`src/design/fifo_pkg.sv`:
```
package fifo_pkg;

    // Payload width of one FIFO entry
    localparam int N_DATA_BITS = 32;

    // Number of slots in the distributed RAM
    // The output register adds one more word of total capacity
    localparam int N_ENTRIES = 8;

    // almost_full rises once this many or fewer RAM slots remain free
    localparam int THRESHOLD = 2;

    // One payload word
    typedef logic [N_DATA_BITS-1:0] fifo_data_t;

    // RAM address, used for both the head and the tail pointer
    typedef logic [$clog2(N_ENTRIES)-1:0] fifo_idx_t;

    // Live-entry count
    // One extra bit so that both 0 and N_ENTRIES can be represented
    typedef logic [$clog2(N_ENTRIES+1)-1:0] fifo_cnt_t;

    // Registered level flags produced by the control block
    typedef struct packed {
        logic not_full;
        logic almost_full;
        logic ram_not_empty;
    } fifo_flags_t;

    // Flag values held while reset is asserted
    // The FIFO looks full and empty at once, so nobody pushes or pops
    localparam fifo_flags_t FLAGS_RESET = '{
        not_full:      1'b0,
        almost_full:   1'b1,
        ram_not_empty: 1'b0
    };

endpackage
```
`src/design/fifo_lutram.sv`:
```
`timescale 1ns/1ps

// LUTRAM FIFO with a registered output and bypass into the output register.
// Total capacity is the RAM depth plus the one word in the output register.
module fifo_lutram
    import fifo_pkg::*;
(
    input  logic       clk,
    input  logic       reset,

    // Producer side
    // enq_en is legal only while not_full is high
    input  fifo_data_t enq_data,
    input  logic       enq_en,
    output logic       not_full,
    output logic       almost_full,

    // Consumer side
    // first is valid whenever not_empty is high
    output fifo_data_t first,
    input  logic       deq_en,
    output logic       not_empty
);

    // Push and pop strobes for the RAM, after bypass steering
    logic        ram_enq;
    logic        ram_deq;

    // RAM pointers from the control block
    fifo_idx_t   wr_idx;
    fifo_idx_t   rd_idx;

    // Registered level flags
    fifo_flags_t flags;

    // Oldest word in the RAM
    fifo_data_t  ram_first;

    // Producer back-pressure comes straight from the RAM occupancy
    assign not_full    = flags.not_full;
    assign almost_full = flags.almost_full;

    fifo_ctrl ctrl_i (
        .clk     (clk),
        .reset   (reset),
        .ram_enq (ram_enq),
        .ram_deq (ram_deq),
        .wr_idx  (wr_idx),
        .rd_idx  (rd_idx),
        .flags   (flags)
    );

    // Writes track the full flag only, so the data path does not wait on
    // the bypass decision
    lutram_storage storage_i (
        .clk   (clk),
        .wen   (flags.not_full),
        .waddr (wr_idx),
        .wdata (enq_data),
        .raddr (rd_idx),
        .rdata (ram_first)
    );

    fifo_out_stage out_i (
        .clk           (clk),
        .reset         (reset),
        .enq_data      (enq_data),
        .enq_en        (enq_en),
        .deq_en        (deq_en),
        .first         (first),
        .not_empty     (not_empty),
        .ram_first     (ram_first),
        .ram_not_empty (flags.ram_not_empty),
        .ram_enq       (ram_enq),
        .ram_deq       (ram_deq)
    );

endmodule

```
`src/design/fifo_out_stage.sv`:
```
`timescale 1ns/1ps

// Output register of the LUTRAM FIFO.
// The consumer always sees a registered word. When the register is free and
// the RAM holds nothing, an incoming word goes straight into the register
// and the RAM is left untouched.
module fifo_out_stage
    import fifo_pkg::*;
(
    input  logic       clk,
    input  logic       reset,

    // Producer side
    input  fifo_data_t enq_data,
    input  logic       enq_en,

    // Consumer side
    input  logic       deq_en,
    output fifo_data_t first,
    output logic       not_empty,

    // Head of the RAM and its occupancy flag
    input  fifo_data_t ram_first,
    input  logic       ram_not_empty,

    // Strobes towards the control block
    output logic       ram_enq,
    output logic       ram_deq
);

    // Output register and its valid bit
    fifo_data_t first_reg;
    logic       first_valid;

    // The register can take a new word this cycle
    logic       reg_free;

    // Incoming word skips the RAM and loads the register directly
    logic       bypass;

    // Register is free if it is empty or its word leaves this cycle
    assign reg_free = deq_en || !first_valid;

    // Bypass only when nothing older waits in the RAM,
    // otherwise the new word would overtake it
    assign bypass = reg_free && !ram_not_empty;

    // A bypassed word never touches the RAM
    assign ram_enq = enq_en && !bypass;

    // Refill from the RAM whenever the register frees up and RAM has data
    assign ram_deq = reg_free && ram_not_empty;

    assign first     = first_reg;
    assign not_empty = first_valid;

    // Valid bit of the output register, seen outside as not_empty
    always_ff @(posedge clk)
    begin
        if (reset)
        begin
            first_valid <= 1'b0;
        end
        else if (bypass)
        begin
            // Stays valid only if a word actually arrived
            first_valid <= enq_en;
        end
        else if (reg_free)
        begin
            first_valid <= ram_not_empty;
        end
    end

    // Payload register, qualified by first_valid
    always_ff @(posedge clk)
    begin
        if (bypass)
        begin
            first_reg <= enq_data;
        end
        else if (reg_free)
        begin
            first_reg <= ram_first;
        end
    end

    // The consumer may only pop a word that is shown as present
    assert property (@(posedge clk) disable iff (reset)
        deq_en |-> not_empty)
        else $error("fifo_out_stage: dequeue while empty");

endmodule

```
`src/design/fifo_ctrl.sv`:
```
`timescale 1ns/1ps

// Control block of the LUTRAM FIFO.
// Keeps the head and tail pointers into the RAM and a count of live entries.
// All flags are registered from the next-state count so that they line up
// with the pointer update they describe.
module fifo_ctrl
    import fifo_pkg::*;
(
    input  logic        clk,
    input  logic        reset,

    // Push and pop strobes for the RAM, from the output stage
    input  logic        ram_enq,
    input  logic        ram_deq,

    // Tail pointer, where the next entry is written
    output fifo_idx_t   wr_idx,

    // Head pointer, where the oldest entry is read
    output fifo_idx_t   rd_idx,

    // Registered level flags
    output fifo_flags_t flags
);

    // Live entries currently held in the RAM
    fifo_cnt_t cnt;

    // Count after the strobes of this cycle have been applied
    fifo_cnt_t cnt_next;

    // Step a pointer by one slot, wrapping at the last RAM slot
    // The depth need not be a power of two, so the wrap is explicit
    function automatic fifo_idx_t next_idx(input fifo_idx_t idx);
        fifo_idx_t stepped;
        if (idx == fifo_idx_t'(N_ENTRIES - 1))
        begin
            stepped = '0;
        end
        else
        begin
            stepped = idx + 1'b1;
        end
        return stepped;
    endfunction

    // Tail pointer moves on every accepted push
    always_ff @(posedge clk)
    begin
        if (reset)
        begin
            wr_idx <= '0;
        end
        else if (ram_enq)
        begin
            wr_idx <= next_idx(wr_idx);
        end
    end

    // Head pointer moves on every pop
    always_ff @(posedge clk)
    begin
        if (reset)
        begin
            rd_idx <= '0;
        end
        else if (ram_deq)
        begin
            rd_idx <= next_idx(rd_idx);
        end
    end

    // Next-state count
    // A push and a pop in the same cycle cancel and leave the count alone
    always_comb
    begin
        cnt_next = cnt;
        if (ram_enq && !ram_deq)
        begin
            cnt_next = cnt + 1'b1;
        end
        else if (ram_deq && !ram_enq)
        begin
            cnt_next = cnt - 1'b1;
        end
    end

    // Count and flags share one register stage
    // Flags come from cnt_next so they agree with cnt after every edge
    always_ff @(posedge clk)
    begin
        if (reset)
        begin
            cnt   <= '0;
            flags <= FLAGS_RESET;
        end
        else
        begin
            cnt <= cnt_next;
            flags.not_full      <= (cnt_next != fifo_cnt_t'(N_ENTRIES));
            flags.almost_full   <= (cnt_next >= fifo_cnt_t'(N_ENTRIES - THRESHOLD));
            flags.ram_not_empty <= (cnt_next != '0);
        end
    end

    // The output stage only forwards enqueues the user made while not_full
    // was high, so a push into a full RAM means the producer broke the rules
    // or the bypass steering lost track of the RAM state
    assert property (@(posedge clk) disable iff (reset)
        ram_enq |-> flags.not_full)
        else $error("fifo_ctrl: enqueue into full RAM");

    // The output stage must only refill from the RAM while it holds data
    // A pop from an empty RAM would corrupt the count and the head pointer
    assert property (@(posedge clk) disable iff (reset)
        ram_deq |-> flags.ram_not_empty)
        else $error("fifo_ctrl: dequeue from empty RAM");

endmodule

```
`src/design/lutram_storage.sv`:
```
`timescale 1ns/1ps

// Distributed RAM array that backs the FIFO.
// Writes are registered on the clock edge, reads are purely combinational,
// which is the natural shape of a LUT-based memory.
module lutram_storage
    import fifo_pkg::*;
(
    input  logic       clk,

    // Write port
    input  logic       wen,
    input  fifo_idx_t  waddr,
    input  fifo_data_t wdata,

    // Read port
    input  fifo_idx_t  raddr,
    output fifo_data_t rdata
);

    // Storage array, one word per FIFO slot
    // Distributed RAM has no reset, so the contents start undefined
    fifo_data_t mem [N_ENTRIES];

    // The write enable only follows the full flag, not the enqueue strobe
    // Writing the slot at the tail on every non-full cycle is harmless,
    // since that slot is not live until the tail pointer moves past it
    always_ff @(posedge clk)
    begin
        if (wen)
        begin
            mem[waddr] <= wdata;
        end
    end

    // Asynchronous read of the head entry
    // The output stage samples this on the same edge that pops the RAM
    assign rdata = mem[raddr];

endmodule

```
`config.mk`:
```
export PLATFORM = sky130hd
export DESIGN_NAME = fifo_lutram
export DESIGN_NICKNAME = d
export VERILOG_FILES = /design/src/design/fifo_pkg.sv /design/src/design/fifo_lutram.sv /design/src/design/fifo_out_stage.sv /design/src/design/fifo_ctrl.sv /design/src/design/lutram_storage.sv
export SDC_FILE = /design/constraint.sdc
export NUM_CORES = 1
export LEC_CHECK = 0
export ABC_AREA = 1
export BUFFER_PORTS_ARGS = -buffer_cell sky130_fd_sc_hd__buf_4
export CORE_UTILIZATION = 45
export DETAILED_ROUTE_END_ITERATION = 8
export PLACE_DENSITY = 0.73
export SLEW_MARGIN = 10
export SYNTH_ARGS = -nofsm -noshare
export SYNTH_HDL_FRONTEND = slang
export SYNTH_SLANG_ARGS = --single-unit
export TNS_END_PERCENT = 100
```
`constraint.sdc`:
```
create_clock -name clk -period 5.3 [get_ports clk]
set_input_delay 0.265 -clock clk [delete_from_list [all_inputs] [get_ports clk]]
set_output_delay 0.265 -clock clk [all_outputs]
set_load 0.02 [all_outputs]
```
==> out/summary.txt <==
combined area of the multi-input logic cells: 0.00255 mm²
Max VDD drop: 0.238 mV
count of port buffers added during placement: 70
kind of launch point of the worst setup path: flop
synthesis-stage register bit count: 305
Power Dens Cells: 466 mW/mm²
routed len/inst: 16.9 µm
HPWL Detailed: 12.9 mm
Slew Viols, Final: 0
GR Overflow Total: 0
Setup Crit Path Kind: reg -> reg
count of unique library cells instantiated by Yosys: 19
final number of hold-violating endpoints: 0
DRT antenna net count: 0
fraction of final layout cells with drive strength greater than 1: 0.124
Die Ht: 168 µm
core box area: 0.0270 mm²
HP Class: in -> reg
Critical Path Max Stage Delay: 0.88 ns
number of global-route vias before repair: 7,337
fin nets: 1,135
Max Clock Freq: 408 MHz
signed area change from the synthesized netlist to the final layout: 17.6%
number of rows created at floorplan: 60
count of max-cap constraint violations: 0
pin count of the biggest net entering global routing: 141
routed vias/inst: 5.20
sort of element at the end of the critical path: flop
TritonCTS clock tree: yes
Warnings, synthesis: 0
synthesized netlist cell count: 1,004
cell area after technology mapping: 0.0124 mm²
post-detailed-placement cell area: 0.0131 mm²
clock root buffer: clkbuf_16
hold slack: 0.288 ns
Worst-path clk slew: 0.06 ns
number of clock sinks: 305
Sequential cell area: 0.00900 mm²
Post-Route Utilization: 0.539
endpoint arrival time on the critical path: 2.86 ns
Die Footprint: 0.0281 mm²
RSZ-0062 raised after global routing: false
status: completed
Max FO, Critical Path: 33
flip-flop count of the largest register after layout: 256
required time reported for the critical path endpoint: 5.70 ns
initial core utilization: 0.458
Post CTS Setup Buffer Count: 0
Synthesized Nets: 1,046
worst clock skew: 0.0258 ns
fillers: 2,212
CP cell instances: clkinv_1 > buf_4 > nand3_1 > nand3_1 > nand2_1
final critical path time including I/O delays and setup: 2.45 ns
count of inserted antenna diode cells: 0
DRC violation count after routing: 0
number of antenna violations at the first check in global routing: 0
global-route wire length before repair: 39.3 mm
sequential fraction of the synthesis area: 0.728
worst-case headroom to the max-slew limit: 0.165
most numerous cell on the critical path: nand3_1
Worst-Margin Slew: 1.25 ns
DIE WIDTH: 168 µm
slowest stage cell on the critical path: dfxtp_2
routability congestion estimate from global placement: 0.720
all-layer global routing usage: 0.179
routed wire length: 24.7 mm
number of top-level pins: 71
Setup Viol. Count Final: 0
leakage power total: 5.44 nW
worst skew pair latency: 0.56 ns
post-synthesis average cell area: 12.3 µm²
number of levels the H-tree was split into: 1
Bufs on Longest Clock Path: 3
drt pass-1 iters: 5
crit share post-route: 0.463
number of buffers added by the clock tree synthesis step: 31
first-iteration detailed-routing DRC count: 724
final setup TNS: 0 ns
Design Area, Final: 0.0145 mm²
total via count in the routed design: 7,581
[kinds of logic (layout without fill, tap and decap cells)]
kind of cell | after synthesis | in the layout | share of synthesized area
adder cells (fa/ha/maj) | 6 | 6 | 0.00608
AO/OA/AOI/OAI | 208 | 208 | 0.0977
flip-flops | 305 | 305 | 0.728
AND/OR/NAND/NOR | 283 | 283 | 0.0974
buffers and inverters | 202 | 315 | 0.0711
[final cells by class]
type                    count  area share
flip-flops and latches    305       0.619
multi-input cells         497       0.175
repair buffers            112      0.0660
clock buffers              38      0.0587
inverters                 146      0.0377
well taps                 341      0.0294
clock inverters            19      0.0135
[synthesized netlist by cell type, drive strengths merged]
| cell | n | area, µm² |
|---|---|---|
| a21oi | 69 | 345 |
| buf | 33 | 244 |
| clkbuf | 23 | 86.3 |
| dfxtp | 17 | 340 |
| edfxtp | 288 | 8650 |
| ha | 6 | 75.1 |
| inv | 146 | 548 |
| nand2 | 153 | 577 |
| nand3 | 104 | 521 |
| nand4 | 3 | 18.8 |
| nor2 | 23 | 86.3 |
| o211a | 1 | 10.0 |
| o211ai | 64 | 480 |
| o21ai | 74 | 370 |
[where the power goes]
part / internal [W] / leakage, nW / switching, W
Clock: 0.00133 / 0.506 / 0.000884
Sequential: 0.00296 / 2.80 / 0.000224
Combinational: 0.000503 / 2.13 / 0.000875
Total: 0.00478 / 5.44 / 0.00198
[metal layers]
layer	up-vias	share of wire	routed length, µm	track usage
li1	3707	-	-	-
met1	3642	0.44	10900	0.241
met3	40	0.047	1150	0.0225
met5	-	0	0	0
met4	0	0.020	499	0.0550
met2	192	0.49	12100	0.303
[final timing paths]
path | start | end | slack (ns) | cells past startpoint
max | flop | out_i.first[1] | 2.85 | 5
max reg2reg | flop | out_i.first[1] | 2.85 | 5
min | deq_en | ctrl_i.cnt[0] | 0.29 | 6
min reg2reg | ctrl_i.rd_idx[2] | flop | 0.50 | 2
[layout by cell type (no fill, tap or decap), types with 9 or more instances in the layout]
cell type and n:
edfxtp_1 288, nand2_1 151, inv_1 145, nand3_1 104, buf_4 76, a21oi_1 69
o21ai_0 67, o211ai_1 64, dlygate4sd3_1 34, clkbuf_16 31, nor2_1 15, dfxtp_1 14
clkinv_1 9
[per-stage QoR]
step	setup slack, ns	total power (W)	instances
after global routing	2.63	0.00710	1458
after CTS	2.80	0.00681	1457
final	2.85	0.00677	1458
after detailed placement	2.84	0.00459	1366
after floorplan	2.91	0.00412	1004
after global placement	2.87	0.00455	1366
[repair_timing]
action	CTS	global route
resized for setup	0	0
hold buffers	34	0
endpoints found under the hold margin	264	0
[worst max-delay path, delay by kind of cell (launching register included)]
kind	cells	cell delay, ns
flip-flops	1	0.88
buffers and inverters	2	1.11
AND/OR/NAND/NOR	3	0.31
No activity file was read; power rests on OpenSTA's default activity.
